### config.mk
export PLATFORM = sky130hd
export DESIGN_NAME = tlb
export DESIGN_NICKNAME = d
export VERILOG_FILES = /design/src/mmu_pkg.sv /design/src/tlb.sv
export VERILOG_INCLUDE_DIRS = /design/src
export SDC_FILE = /design/constraint.sdc
export NUM_CORES = 1
export LEC_CHECK = 0
export BUFFER_PORTS_ARGS = -buffer_cell sky130_fd_sc_hd__buf_2
export CORE_ASPECT_RATIO = 0.75
export CORE_MARGIN = 2
export CORE_UTILIZATION = 45
export DETAILED_ROUTE_END_ITERATION = 6
export GPL_ROUTABILITY_DRIVEN = 1
export HOLD_SLACK_MARGIN = 0.08
export PLACE_DENSITY = 0.68
export SLEW_MARGIN = 20
export SYNTH_ARGS = -nofsm -noshare
export SYNTH_HDL_FRONTEND = slang
export SYNTH_SLANG_ARGS = --single-unit
### constraint.sdc
create_clock -name clock -period 4.14 [get_ports clock]
set_input_delay 0 -clock clock [delete_from_list [all_inputs] [get_ports clock]]
set_output_delay 0 -clock clock [all_outputs]
set_load 0.1 [all_outputs]
### src/mmu_config.svh
`ifndef MMU_CONFIG_SVH
`define MMU_CONFIG_SVH

// virtual address is {vpn, offset}
`define VA_WIDTH      14
`define VPN_WIDTH     6
`define OFFSET_WIDTH  8

// physical address is {ppn, offset}
`define PPN_WIDTH     2
`define PA_WIDTH      10

`define WORD_WIDTH    32

`define TLB_ENTRIES   4
`define AGE_WIDTH     2
`define AGE_MAX       3     // age given to a touched tlb entry

`define PT_ENTRIES    32    // pages at or above this always fault

// cache geometry
`define CACHE_SETS    2
`define CACHE_WAYS    2
`define BLOCK_WORDS   4

`define MEM_WORDS     256

`endif

### src/mmu_pkg.sv
`include "mmu_config.svh"

package mmu_pkg;

    typedef logic [`WORD_WIDTH-1:0] word_t;
    typedef logic [`VA_WIDTH-1:0]   vaddr_t;
    typedef logic [`PA_WIDTH-1:0]   paddr_t;

    typedef struct packed {
        logic   we;
        paddr_t addr;       // word address
        word_t  wdata;
    } mem_req_t;

    typedef struct packed {
        logic   we;
        logic   is_byte;
        vaddr_t vaddr;
        word_t  wdata;
    } cpu_req_t;

    // request after translation
    typedef struct packed {
        logic   we;
        logic   is_byte;
        logic   fault;
        logic   tlb_hit;
        paddr_t paddr;
        word_t  wdata;
    } phys_req_t;

    typedef struct packed {
        word_t rdata;
        logic  page_fault;
        logic  tlb_hit;
        logic  cache_hit;
    } resp_t;

    typedef struct packed {
        logic [`VPN_WIDTH-1:0] vpn;
        logic [`PPN_WIDTH-1:0] ppn;
        logic                  valid;
    } pt_write_t;

endpackage

### src/tlb.sv
`include "mmu_config.svh"

module tlb import mmu_pkg::*; (
    input  logic                  clock,
    input  logic                  rst_n,
    input  logic                  req_valid,
    input  cpu_req_t              req,
    input  logic [`PPN_WIDTH-1:0] lookup_ppn,
    input  logic                  lookup_valid,
    input  logic                  invalidate,
    input  logic [`VPN_WIDTH-1:0] invalidate_vpn,
    output logic [`VPN_WIDTH-1:0] lookup_vpn,
    output logic                  phys_valid,
    output phys_req_t             phys
);

    localparam int IDX_BITS = $clog2(`TLB_ENTRIES);

    logic [`TLB_ENTRIES-1:0] ent_valid;
    logic [`VPN_WIDTH-1:0]   ent_tag [`TLB_ENTRIES];
    logic [`PPN_WIDTH-1:0]   ent_ppn [`TLB_ENTRIES];
    logic [`AGE_WIDTH-1:0]   ent_age [`TLB_ENTRIES];

    logic [`TLB_ENTRIES-1:0] match;
    logic                    hit;
    logic [IDX_BITS-1:0]     hit_idx;
    logic [IDX_BITS-1:0]     victim;
    logic                    victim_found;
    logic [IDX_BITS-1:0]     sel;           // entry touched by this request
    logic                    fault;
    logic                    fill;

    assign lookup_vpn = req.vaddr[`VA_WIDTH-1 -: `VPN_WIDTH];

    always_comb begin
        hit_idx = '0;
        for (int i = `TLB_ENTRIES-1; i >= 0; i--) begin
            match[i] = ent_valid[i] && (ent_tag[i] == lookup_vpn);
            if (match[i]) begin
                hit_idx = IDX_BITS'(i);
            end
        end
    end

    assign hit = |match;

    // first invalid entry, then first aged-out entry, then entry 0
    always_comb begin
        victim_found = 1'b0;
        victim       = '0;
        for (int i = 0; i < `TLB_ENTRIES; i++) begin
            if (!victim_found && !ent_valid[i]) begin
                victim       = IDX_BITS'(i);
                victim_found = 1'b1;
            end
        end
        for (int i = 0; i < `TLB_ENTRIES; i++) begin
            if (!victim_found && ent_age[i] == '0) begin
                victim       = IDX_BITS'(i);
                victim_found = 1'b1;
            end
        end
    end

    assign fault = !hit && !lookup_valid;
    assign fill  = req_valid && !hit && lookup_valid;
    assign sel   = hit ? hit_idx : victim;

    always_ff @(posedge clock or negedge rst_n) begin
        if (!rst_n) begin
            ent_valid <= '0;
            for (int i = 0; i < `TLB_ENTRIES; i++) begin
                ent_age[i] <= '0;
            end
        end else begin
            if (req_valid && !fault) begin
                for (int i = 0; i < `TLB_ENTRIES; i++) begin
                    if (IDX_BITS'(i) == sel) begin
                        ent_age[i] <= `AGE_WIDTH'(`AGE_MAX);
                    end else if (ent_age[i] != '0) begin
                        ent_age[i] <= ent_age[i] - 1'b1;
                    end
                end
            end
            if (fill) begin
                ent_valid[sel] <= 1'b1;
            end
            // a fill racing a remap of the same page is dropped too
            if (invalidate) begin
                for (int i = 0; i < `TLB_ENTRIES; i++) begin
                    if (ent_tag[i] == invalidate_vpn ||
                        (fill && IDX_BITS'(i) == sel && lookup_vpn == invalidate_vpn)) begin
                        ent_valid[i] <= 1'b0;
                    end
                end
            end
        end
    end

    always_ff @(posedge clock) begin
        if (fill) begin
            ent_tag[sel] <= lookup_vpn;
            ent_ppn[sel] <= lookup_ppn;
        end
    end

    always_ff @(posedge clock or negedge rst_n) begin
        if (!rst_n) begin
            phys_valid <= 1'b0;
        end else begin
            phys_valid <= req_valid;
        end
    end

    always_ff @(posedge clock) begin
        if (req_valid) begin
            phys.we      <= req.we;
            phys.is_byte <= req.is_byte;
            phys.fault   <= fault;
            phys.tlb_hit <= hit;
            phys.paddr   <= {(hit ? ent_ppn[hit_idx] : lookup_ppn),
                             req.vaddr[`OFFSET_WIDTH-1:0]};
            phys.wdata   <= req.wdata;
        end
    end

    // fills only follow a miss and remaps only clear, so a page sits in one entry
    assert property (@(posedge clock) disable iff (!rst_n) $onehot0(match))
        else $error("tlb holds vpn %0d in more than one entry", lookup_vpn);

endmodule

==> summary.md <==
| Metric | Value |
|---|---|
| Most frequent cells in the layout | 113 x buf_2, 78 x edfxtp_1, 53 x dlygate4sd3_1, 27 x xor2_1, 27 x xnor2_1 |
| Slew headroom | 0.3917 |
| Drt drc | 0 |
| Run status | complete, no violations |
| Fmax | 362.3 MHz |
| Max Cap Viol | 0 |
| Die width | 112.7 um |
| Area occupied by multi-input gates | 0.001131 mm2 |
| Area Growth Syn to Fin | 34.68% |
| GR Util All Layers | 0.1888 |
| Final instance area | 0.005374 mm2 |
| Critical Path RT | 4330 ps |
| CTS tree | built |
| Pwr/cell area | 531.2 mW/mm2 |
| Post-Syn Area per Cell | 14.62 um2 |
| Placed cells | 478 |
| Worst-path clk slew | 60 ps |
| GR Util met3 | 0.04876 |
| Synth warn | 0 |
| Slew Limit Fails | 0 |
| First-pass GRT wire length | 13.77 mm |
| Fillers | 625 |
| Seq cells post-synth | 91 |
| Antenna-violating nets left | 0 |
| Placed instance area | 0.004578 mm2 |
| Overall Power | 2.855 mW |
| GPL Wtd Cong | 0.7957 |
| CTS max path bufs | 2 |
| Clock Sinks | 91 |
| Type of origin of the critical path | input pin |
| Initial cell density of the core | 0.4679 |
| Critical Path Sink Type | register |
| Slew @ Worst Pin | 904.1 ps |
| Largest net degree at the start of global routing | 51 |
| Mapped Area | 0.003990 mm2 |
| Synth cell types | 43 |
| Die H | 85.55 um |
| Overflow after GRT | 0 |
| FF/Latch Area | 0.002668 mm2 |
| DR WL/cell | 16.16 um |
| GR Util met1 | 0.2248 |
| Setup Skew | 5.632 ps |
| First DRT Iteration DRCs | 138 |
| Final period utilization | 0.6668 |
| Detailed Place HPWL | 5.988 mm |
| Via density | 4.984 |
| Hold Crit Class | in -> async |
| Setup bufs post-CTS | 0 |
| Initial antenna violation count | 0 |
| Crit Path Category | in -> reg |
| Post-Layout Cell Count | 547 |
| Vias in the first global route | 2794 |
| Critical Path AT | 2950 ps |
| Commonest non-fill, non-tap cell in the layout | buf_2 |
| Lkg Pwr | 2.139 nW |
| Grt met2 use | 0.3402 |
| Site Rows | 29 |
| Cell chosen for the clock root | clkbuf_16 |
| I/O Pins | 114 |
| Cells after synthesis | 273 |
| H-tree depth | 3 |
| Setup TNS | 0 ps |
| Core area | 0.008527 mm2 |
| Count of final setup violators | 0 |
| Worst skew pair latency | 330 ps |
| Hold Vio Cnt, Final | 0 |
| Fin crit period | 2760 ps |
| Syn nets | 338 |
| Hold_buf cts | 53 |
| Antenna Cells | 0 |
| RSZ-0062 raised after global routing | no |
| Die area | 0.009644 mm2 |
| Vias | 2726 |
| Max FO, Critical Path | 10 |
| Resize count post-CTS | 0 |
| Top Usage Layer GRT | met2 |
| Nets@finish | 499 |
| PortBufs | 113 |
| Share of layout cells above drive strength 1 | 0.3166 |
| Num CTS Buffers | 9 |
| Max VDD drop | 0.3545 mV |
| DRT Pass-1 Iters | 4 |
| Seq/Total Area, Yosys | 0.6685 |
| Final wirelength | 8.841 mm |
==> metal layers <==
layer / part of all wire / vias to the layer above
li1: - / 1319
met1: 0.42 / 1321
met2: 0.52 / 76
met3: 0.051 / 10
met4: 0.012 / 0
met5: 0 / -
==> Yosys cell counts <==
cell type,number,area (um2)
a211oi_1,2,15.01
a21oi_1,10,50.05
a22oi_1,1,7.510
a32oi_1,1,8.760
a41o_1,1,10.01
a41oi_1,1,8.760
and3_1,1,6.260
and3b_1,1,8.760
buf_1,1,3.750
buf_4,10,75.07
buf_6,4,45.04
clkbuf_1,5,18.77
dfrtp_1,13,325.3
edfxtp_1,78,2342
ha_1,4,50.05
inv_1,13,48.80
mux2i_1,5,50.05
nand2_1,5,18.77
nand2b_1,1,6.260
nand3_1,3,15.01
nand3b_1,1,7.510
nand4_1,9,56.30
nor2_1,13,48.80
nor3_1,2,10.01
nor4_1,7,43.79
nor4_2,4,50.05
nor4b_1,2,17.52
nor4b_4,1,23.77
o21a_1,1,7.510
o21a_2,1,8.760
o21ai_0,5,25.02
o21ai_1,1,5.000
o22a_1,1,8.760
o22ai_1,1,6.260
o311ai_0,1,8.760
o31ai_1,1,7.510
o32a_1,2,20.02
or2_2,1,6.260
or3b_2,1,8.760
or4_1,3,22.52
or4b_1,1,10.01
xnor2_1,27,236.5
xor2_1,27,236.5
==> worst max-delay path, cell delays in order <==
cell,delay [ps]
dlygate4sd3_1,520
buf_2,270
xnor2_1,160
nand4_1,130
nor4_1,710
or4b_1,440
o21ai_1,170
nor4_1,380
a22oi_1,150
==> power by group <==
group | leakage (nW) | internal [mW] | switching, mW
Combinational | 1.14 | 0.287 | 0.624
Clock | 0.122 | 0.404 | 0.313
Sequential | 0.876 | 1.15 | 0.0740
Total | 2.14 | 1.84 | 1.01
==> registers in the layout, indices dropped and copies added (netlist names) <==
| register | flops |
|---|---|
| ent_ppn | 8 |
| phys_valid | 1 |
| ent_age | 8 |
| phys | 46 |
| ent_valid | 4 |
| ent_tag | 24 |
==> final cells by class <==
class / count / area share
multi-input combinational: 149 / 0.2105
sequential: 91 / 0.4964
timing repair buffer: 170 / 0.2095
clock buffer: 11 / 0.04331
tap: 108 / 0.02515
inverter: 13 / 0.009080
clock inverter: 5 / 0.006054
==> final timing paths <==
kind	start	to	slack [ps]	cells past startpoint
setup / recovery	req[42]	ent_age[7]	1380	9
hold / removal	rst_n	ent_age[5]	100	2
setup reg to reg	ent_tag[3][1]	ent_valid[1]	1410	7
hold reg to reg	ent_age[1]	ent_age[1]	510	1
max in group asynchronous	rst_n	ent_valid[3]	3800	2
min in group clock	invalidate_vpn[4]	ent_valid[0]	180	4
==> per-stage QoR <==
step | hold slack [ps] | worst slack (ps) | util
after detailed placement | -85.61 | 1409 | 0.5369
final | 99.71 | 1380 | 0.6302
after floorplan | -295.6 | 1540 | -
after CTS | 101.8 | 1396 | 0.6302
after global routing | 144.8 | 1133 | 0.6302
after global placement | -87.41 | 1475 | 0.5369
==> kinds of logic after synthesis <==
family | Yosys count | synth area share
xor gates and xnor gates | 54 | 0.1185
and+or+nand+nor | 56 | 0.09031
adders and majority gates | 4 | 0.01254
AOI/OAI and AO/OA | 30 | 0.04955
DFF | 91 | 0.6685
muxes | 5 | 0.01254
buffers and inverters | 33 | 0.04798
(Power assumes the default switching activity.)
