--- config.mk ---
export PLATFORM = sky130hd
export DESIGN_NAME = page_table
export DESIGN_NICKNAME = d
export VERILOG_FILES = /design/src/mmu_pkg.sv /design/src/page_table.sv
export VERILOG_INCLUDE_DIRS = /design/src
export SDC_FILE = /design/constraint.sdc
export NUM_CORES = 1
export LEC_CHECK = 0
export ABC_AREA = 1
export BUFFER_PORTS_ARGS = -buffer_cell sky130_fd_sc_hd__buf_2
export CORE_ASPECT_RATIO = 1.4
export CORE_MARGIN = 4
export CORE_UTILIZATION = 45
export CTS_CLUSTER_SIZE = 16
export DETAILED_ROUTE_END_ITERATION = 16
export PLACE_DENSITY_LB_ADDON = 0.3
export SKIP_CTS_REPAIR_TIMING = 1
export SLEW_MARGIN = 30
export SYNTH_ARGS = -nofsm -noshare
export SYNTH_HDL_FRONTEND = slang
export SYNTH_SLANG_ARGS = --single-unit
--- constraint.sdc ---
create_clock -name clock -period 4.3 [get_ports clock]
set_input_delay 0.86 -clock clock [delete_from_list [all_inputs] [get_ports clock]]
set_output_delay 0.86 -clock clock [all_outputs]
set_load 0.01 [all_outputs]
--- src/mmu_config.svh ---
`ifndef MMU_CONFIG_SVH
`define MMU_CONFIG_SVH

// virtual address is {vpn, offset}
`define VA_WIDTH      14
`define VPN_WIDTH     6
`define OFFSET_WIDTH  8

// physical address is {ppn, offset}
`define PPN_WIDTH     2
`define PA_WIDTH      10

`define WORD_WIDTH    32

`define TLB_ENTRIES   4
`define AGE_WIDTH     2
`define AGE_MAX       3     // age given to a touched tlb entry

`define PT_ENTRIES    32    // pages at or above this always fault

// cache geometry
`define CACHE_SETS    2
`define CACHE_WAYS    2
`define BLOCK_WORDS   4

`define MEM_WORDS     256

`endif

--- src/mmu_pkg.sv ---
`include "mmu_config.svh"

package mmu_pkg;

    typedef logic [`WORD_WIDTH-1:0] word_t;
    typedef logic [`VA_WIDTH-1:0]   vaddr_t;
    typedef logic [`PA_WIDTH-1:0]   paddr_t;

    typedef struct packed {
        logic   we;
        paddr_t addr;       // word address
        word_t  wdata;
    } mem_req_t;

    typedef struct packed {
        logic   we;
        logic   is_byte;
        vaddr_t vaddr;
        word_t  wdata;
    } cpu_req_t;

    // request after translation
    typedef struct packed {
        logic   we;
        logic   is_byte;
        logic   fault;
        logic   tlb_hit;
        paddr_t paddr;
        word_t  wdata;
    } phys_req_t;

    typedef struct packed {
        word_t rdata;
        logic  page_fault;
        logic  tlb_hit;
        logic  cache_hit;
    } resp_t;

    typedef struct packed {
        logic [`VPN_WIDTH-1:0] vpn;
        logic [`PPN_WIDTH-1:0] ppn;
        logic                  valid;
    } pt_write_t;

endpackage

--- src/page_table.sv ---
`include "mmu_config.svh"

module page_table import mmu_pkg::*; (
    input  logic                  clock,
    input  logic                  rst_n,
    input  logic                  wr_valid,
    input  pt_write_t             wr,
    input  logic [`VPN_WIDTH-1:0] lookup_vpn,
    output logic [`PPN_WIDTH-1:0] lookup_ppn,
    output logic                  lookup_valid,
    output logic                  invalidate,
    output logic [`VPN_WIDTH-1:0] invalidate_vpn
);

    localparam int IDX_BITS = $clog2(`PT_ENTRIES);

    logic [`PT_ENTRIES-1:0] pte_valid;
    logic [`PPN_WIDTH-1:0]  pte_ppn [`PT_ENTRIES];
    logic                   wr_in_range;
    logic                   lookup_in_range;

    assign wr_in_range     = (wr.vpn < `PT_ENTRIES);
    assign lookup_in_range = (lookup_vpn < `PT_ENTRIES);

    always_ff @(posedge clock or negedge rst_n) begin
        if (!rst_n) begin
            pte_valid <= '0;
        end else if (wr_valid && wr_in_range) begin
            pte_valid[wr.vpn[IDX_BITS-1:0]] <= wr.valid;
        end
    end

    always_ff @(posedge clock) begin
        if (wr_valid && wr_in_range) begin
            pte_ppn[wr.vpn[IDX_BITS-1:0]] <= wr.ppn;
        end
    end

    // combinational so a tlb miss resolves in the request cycle
    assign lookup_valid = lookup_in_range && pte_valid[lookup_vpn[IDX_BITS-1:0]];
    assign lookup_ppn   = pte_ppn[lookup_vpn[IDX_BITS-1:0]];

    // tlb drops its copy on the same edge that stores the new mapping
    assign invalidate     = wr_valid;
    assign invalidate_vpn = wr.vpn;

endmodule

==> metrics.md, run 1 <==
| Metric | Value |
|---|---|
| Status | `completed` |
| Syn_area_per_cell | `between 9 and 10 sq um` |
| Initial antenna violation count | `0` |
| Worst setup EP type | `output port` |
| Area growth syn-to-layout | `9.640%` |
| RD Place Congestion | `approximately 0.78` |
| P_leak | `between 2 and 2.5 nW` |
| Vias in the first global route | `3291` |
| Height of the die | `126.5 um` |
| Crit path max fanout | `24` |
| Slew @ Worst Pin | `around 0.86 ns` |
| IO Pins | `28` |
| CP top delay family | `buffers and inverters` |
| DP Wirelength | `6243 um` |
| Fin Setup TNS | `0 ns` |
| DR DRC count | `0` |
| CTS tree | `yes` |
| Core Box Area | `0.009846 sq mm` |
| Final WL | `about 9800 um` |
| Max Freq | `~300 MHz` |
| Pwr Total | `~2.1 mW` |
| Syn Nets | `~500` |
| Final min period | `3.299 ns` |
| Final WS setup | `1.001 ns` |
| CP Class | `in2out` |
| Overall Global Routing Usage | `a little under a fifth` |
| Fin. max-slew vios | `0` |
| Crit path buf inv count | `3` |
| Sequential share of power | `between 50% and 60%` |
| Skew final | `0 ns` |
| Routed Antenna Nets | `0` |
| Seq/Total Area, Yosys | `approximately 60%` |
| Number of DRC markers in iteration 0 | `between 150 and 200` |
| Max cap viols | `0` |
| Endpoints failing setup | `0` |
| Compound-Gate Fraction of Synth Area | `3.934%` |
| Synth Area in Adders | `0%` |
| DR vias | `3191` |
| Initial Util | `between 40 and 50%` |
| Netlist cell types | `21` |
| Switching Share | `23.29%` |
| TritonCTS Sinks | `96` |
| CP cell instances | `buf_2 > inv_1 > nand3_1 > nand3_1 > nand2_1 > nand2_1 > nand3_1 > and2_1 > buf_2` |
| Slew HR | `a little over two fifths` |
| WL/cell | `about 16 um` |
| Antenna Cells | `0` |
| Die Wd | `just over 90 um` |
| DP Worst Slack | `0.9653 ns` |
| Switching power | `0.4917 mW` |
| Rows | `43` |
| Critical path arrival | `around 2.4 ns` |
| Final Cycle Share | `between 70% and 80%` |
| Mapped Cells | `475` |
| Simple-gate share of the synthesized area | `28.28%` |
| Synth Warn # | `0` |
| Peak VDD IR | `between 0.0002 and 0.00025 V` |
| First-pass GRT wire length | `roughly 16000 um` |
| Critical Path RT | `3.44 ns` |
| CP max stage cell | `inv_1` |
| Post-synthesis sequential element count | `96` |
| Nets | `a little over 500` |
| DIE AREA | `between 0.01 and 0.015 sq mm` |
| CP Launch Type | `input pin` |
| Detailed Routing Iterations Pass 1 | `5` |
| Clock Power Share | `between 30% and 40%` |
| Hold violation total from the final report | `0` |
| Clk pin slew, worst setup/hold paths | `about 0.06 ns` |
| Deepest clock path buffer count | `2` |
| PwrDens | `426.3 mW/mm^2` |
| Post-synthesis cell area | `~0.0045 sq mm` |
| Crit path largest cell delay | `~0.62 ns` |
| IO buf count | `27` |
| Logic pwr share | `~10%` |
| DR vias/cell | `about 5.1` |
| Largest family of logic cells by synthesized area | `simple AND/OR/NAND/NOR gates` |
| Cell Int Power | `1.619 mW` |
| RSZ-0062 raised after global routing | `no` |
| Root Buffer | `clkbuf_16` |
| Largest net degree at the start of global routing | `50` |
| Post-synthesis mux area share | `0%` |
| Layout cells sized above 1 | `roughly 14%` |
| Synth Area in XOR/XNOR | `0%` |
| Crit-path most repeated cell | `nand3_1` |
| Grt total ovfl | `0` |
| Skew-Pair Late Insertion Delay | `approximately 0.34 ns` |
| Num CTS Buffers | `9` |
| Worst hold path class | `reg2reg` |
| H-tree depth | `3` |
==> synthesized netlist by cell type <==
cell,count,share of area [%]
inv_1,31,2.6
inv_2,7,0.58
o21ai_0,14,1.6
edfxtp_1,64,43
nor2_2,1,0.14
dfrtp_1,32,18
clkbuf_1,5,0.42
buf_4,10,1.7
nand3_1,78,8.6
nor3_2,2,0.44
buf_6,6,1.5
nand2_1,149,12
o21ai_1,2,0.22
nor2_1,31,2.6
nor3_4,2,0.72
nor3_1,1,0.11
nor2_4,12,3.0
a21oi_1,18,2.0
and2_1,2,0.28
o211ai_1,1,0.17
buf_2,7,0.78
==> state kept, by name (all words and copies together), names as in the netlist <==
signal and count:
pte_ppn 64, pte_valid 32
==> tightest hold or removal path: cells and delay by family (launching register included) <==
family             cells  cell delay (ns)
and+or+nand+nor        1             0.05
AOI/OAI and AO/OA      1             0.06
DFF                    1             0.34
==> power by group through the flow <==
stage,clock network (mW),registers [mW],logic [mW]
3_5_place_dp,0,1.09,0.212
6_report,0.827,1.07,0.211
5_1_grt,0.874,1.08,0.244
3_3_place_gp,0,1.09,0.206
2_1_floorplan,0,1.08,0.154
4_1_cts,0.839,1.07,0.213
==> cell usage in the layout, fill, tap and decap left out, drive strengths merged <==
master,instances
a21oi,18
and2,2
buf,29
bufinv,2
clkbuf,10
clkinv,2
clkinvlp,2
dfrtp,32
edfxtp,64
inv,38
nand2,149
nand3,78
nor2,44
nor3,5
o211ai,1
o21ai,16
==> path summary, 6_finish.rpt <==
path | start | endpoint | slack [ns] | depth (start not counted)
setup / recovery | lookup_vpn[1] | lookup_ppn[1] | 1.00 | 9
hold / removal | pte_valid[13] | pte_valid[13] | 0.49 | 2
setup reg to reg | pte_valid[4] | pte_valid[4] | 3.58 | 2
hold reg to reg | pte_valid[13] | pte_valid[13] | 0.49 | 2
max in group asynchronous | rst_n | pte_valid[25] | 3.20 | 1
min in group asynchronous | rst_n | pte_valid[10] | 0.59 | 1
==> final cells by class <==
type	count	area (sq um)
Tap cell	135	168.9
Clock inverter	6	83.83
Timing Repair Buffer	29	150.1
Fill cell	879	4893
Sequential cell	96	2723
Inverter	38	142.6
Multi-Input combinational cell	313	1455
Clock buffer	10	229.0
==> through the flow <==
step	util [%]	cell area (sq um)	instances	hold WS, ns
after floorplan	-	4517	475	0.4534
after global placement	47.12	4639	611	0.4696
after detailed placement	47.12	4639	611	0.4810
after CTS	50.30	4952	627	0.4971
after global routing	50.30	4952	627	0.5358
final	50.30	4952	627	0.4937
==> cell families after synthesis <==
family | count (synthesis)
AND/OR/NAND/NOR | 278
flip-flops | 96
buffers and inverters | 66
AO/OA/AOI/OAI | 35
==> per-layer routing <==
metal	vias up	global-route usage, %	wire length, um
li1	1579	-	-
met1	1511	22.20	4110
met2	89	31.07	4958
met3	12	2.906	494
met4	0	8.628	187
met5	-	0	0
Power figures use the tool's default switching activity.
==> inputs of run 2 (changes only) <==
clock period = 2.8 ns   (was 4.3 ns; I/O delays follow)
==> metrics.md, run 2 (synthesized netlist as in run 1, its figures left out) <==
| Metric | Value |
|---|---|
| Slew @ Worst Pin | `around 0.78 ns` |
| Clk pin slew, worst setup/hold paths | `0.06 ns` |
| Peak VDD IR | `0.0003425 V` |
| CP Launch Type | `input pin` |
| Final Cycle Share | `between 80% and 90%` |
| Number of DRC markers in iteration 0 | `270` |
| Die Wd | `approximately 93 um` |
| First-pass GRT wire length | `about 17000 um` |
| DIE AREA | `around 0.012 sq mm` |
| DR vias/cell | `roughly 5.2` |
| CP Class | `in2out` |
| DR DRC count | `0` |
| Slew HR | `about half` |
| RD Place Congestion | `approximately 0.83` |
| Endpoints failing setup | `0` |
| IO Pins | `28` |
| Largest net degree at the start of global routing | `33` |
| Worst setup EP type | `output port` |
| Num CTS Buffers | `9` |
| Layout cells sized above 1 | `roughly 15%` |
| Crit path largest cell delay | `roughly 0.32 ns` |
| CP top delay family | `buffers and inverters` |
| H-tree depth | `3` |
| Max Freq | `412.6 MHz` |
| Initial Util | `45.88%` |
| Pwr Total | `3.347 mW` |
| Skew final | `0 ns` |
| Final WL | `around 10000 um` |
| DR vias | `~3300` |
| Layout Utilization | `~51%` |
| Commonest non-fill, non-tap cell in the layout | `nand2_1` |
| Detailed Routing Iterations Pass 1 | `5` |
| Crit path max fanout | `15` |
| CTS tree | `yes` |
| Routed Antenna Nets | `0` |
| Nets | `approximately 510` |
| PwrDens | `between 600 and 700 mW/mm^2` |
| Deepest clock path buffer count | `2` |
| WL/cell | `roughly 16 um` |
| Height of the die | `126.5 um` |
| Fin. max-slew vios | `0` |
| DP Wirelength | `approximately 7000 um` |
| Vias in the first global route | `~3400` |
| IO buf count | `27` |
| Critical path arrival | `between 1.5 and 2 ns` |
| Crit path buf inv count | `4` |
| Fin Setup TNS | `0 ns` |
| Core Box Area | `0.009846 sq mm` |
| Area growth syn-to-layout | `11.72%` |
| CP max stage cell | `inv_1` |
| Cell Int Power | `2.588 mW` |
| TritonCTS Sinks | `96` |
| Max reg flops | `64` |
| Final min period | `2.424 ns` |
| Skew-Pair Late Insertion Delay | `about 0.34 ns` |
| Logic pwr share | `between 10% and 20%` |
| Antenna Cells | `0` |
| Grt total ovfl | `0` |
| Rows | `43` |
| Critical Path RT | `around 2.2 ns` |
| Max cap viols | `0` |
| P_leak | `approximately 2.2 nW` |
| RSZ-0062 raised after global routing | `no` |
| Clock Power Share | `between 40 and 50%` |
| Most frequent cells in the layout | `nand2_1, nand3_1, edfxtp_1` |
| Hold violation total from the final report | `0` |
| Sequential share of power | `49.1%` |
| CP cell instances | `buf_2 > inv_1 > buf_12 > nand3_1 > nand3_1 > nand2_1 > nand2_1 > nand3_1 > and2_1 > buf_2` |
| Root Buffer | `clkbuf_16` |
| Worst hold path class | `in2async` |
| Switching power | `0.7594 mW` |
| Status | `completed` |
| Crit-path most repeated cell | `nand3_1` |
| Initial antenna violation count | `0` |
| Switching Share | `a little under a quarter` |
| Overall Global Routing Usage | `a little under a fifth` |
[run 2: cell type report]
class                           instances  area (sq um)
Tap cell                              135         168.9
Sequential cell                        96          2723
Inverter                               38         142.6
Clock buffer                           10         229.0
Clock inverter                          6         107.6
Multi-Input combinational cell        313          1455
Timing Repair Buffer                   35         220.2
Fill cell                             890          4800
[run 2: through the flow]
step | hold slack, ns | std cells | cell area [sq um] | worst slack (ns)
2_1_floorplan | 0.2644 | 475 | 4517 | 0.7333
3_3_place_gp | 0.4707 | 617 | 4710 | 0.4212
3_5_place_dp | 0.4744 | 617 | 4710 | 0.3712
4_1_cts | 0.3137 | 633 | 5046 | 0.3724
5_1_grt | 0.3503 | 633 | 5046 | 0.2557
6_report | 0.2996 | 633 | 5046 | 0.3764
[run 2: power groups by stage]
stage                     registers, mW  logic [mW]  clock network (mW)
final                              1.64       0.340                1.36
after global routing               1.65       0.387                1.44
after CTS                          1.64       0.341                1.38
after detailed placement           1.67       0.340                   0
after global placement             1.67       0.331                   0
after floorplan                    1.66       0.236                   0
[run 2: final timing paths]
kind / to / slack (ns) / depth (start not counted) / startpoint
min reg2reg: pte_valid[21] / 0.49 / 2 / pte_valid[21]
min: pte_valid[15] / 0.30 / 1 / rst_n
max reg2reg: pte_valid[0] / 2.12 / 2 / pte_valid[0]
min in group clock: pte_valid[11] / 0.46 / 3 / wr[0]
max: lookup_ppn[0] / 0.38 / 10 / lookup_vpn[1]
max in group asynchronous: pte_valid[1] / 2.00 / 1 / rst_n
[run 2: metal layers]
| metal | GRT usage [%] | vias to the layer above | routed length, um |
|---|---|---|---|
| met5 | 0 | - | 0 |
| met2 | 31.84 | 111 | 5203 |
| met3 | 3.084 | 16 | 514 |
| met4 | 8.197 | 0 | 244 |
| met1 | 23.99 | 1594 | 4396 |
| li1 | - | 1589 | - |
[run 2: worst reg2reg max path, cell delays in order, from the launching register on]
cell	delay [ns]
dfrtp_1	0.39
nor2_1	0.11
a21oi_1	0.05
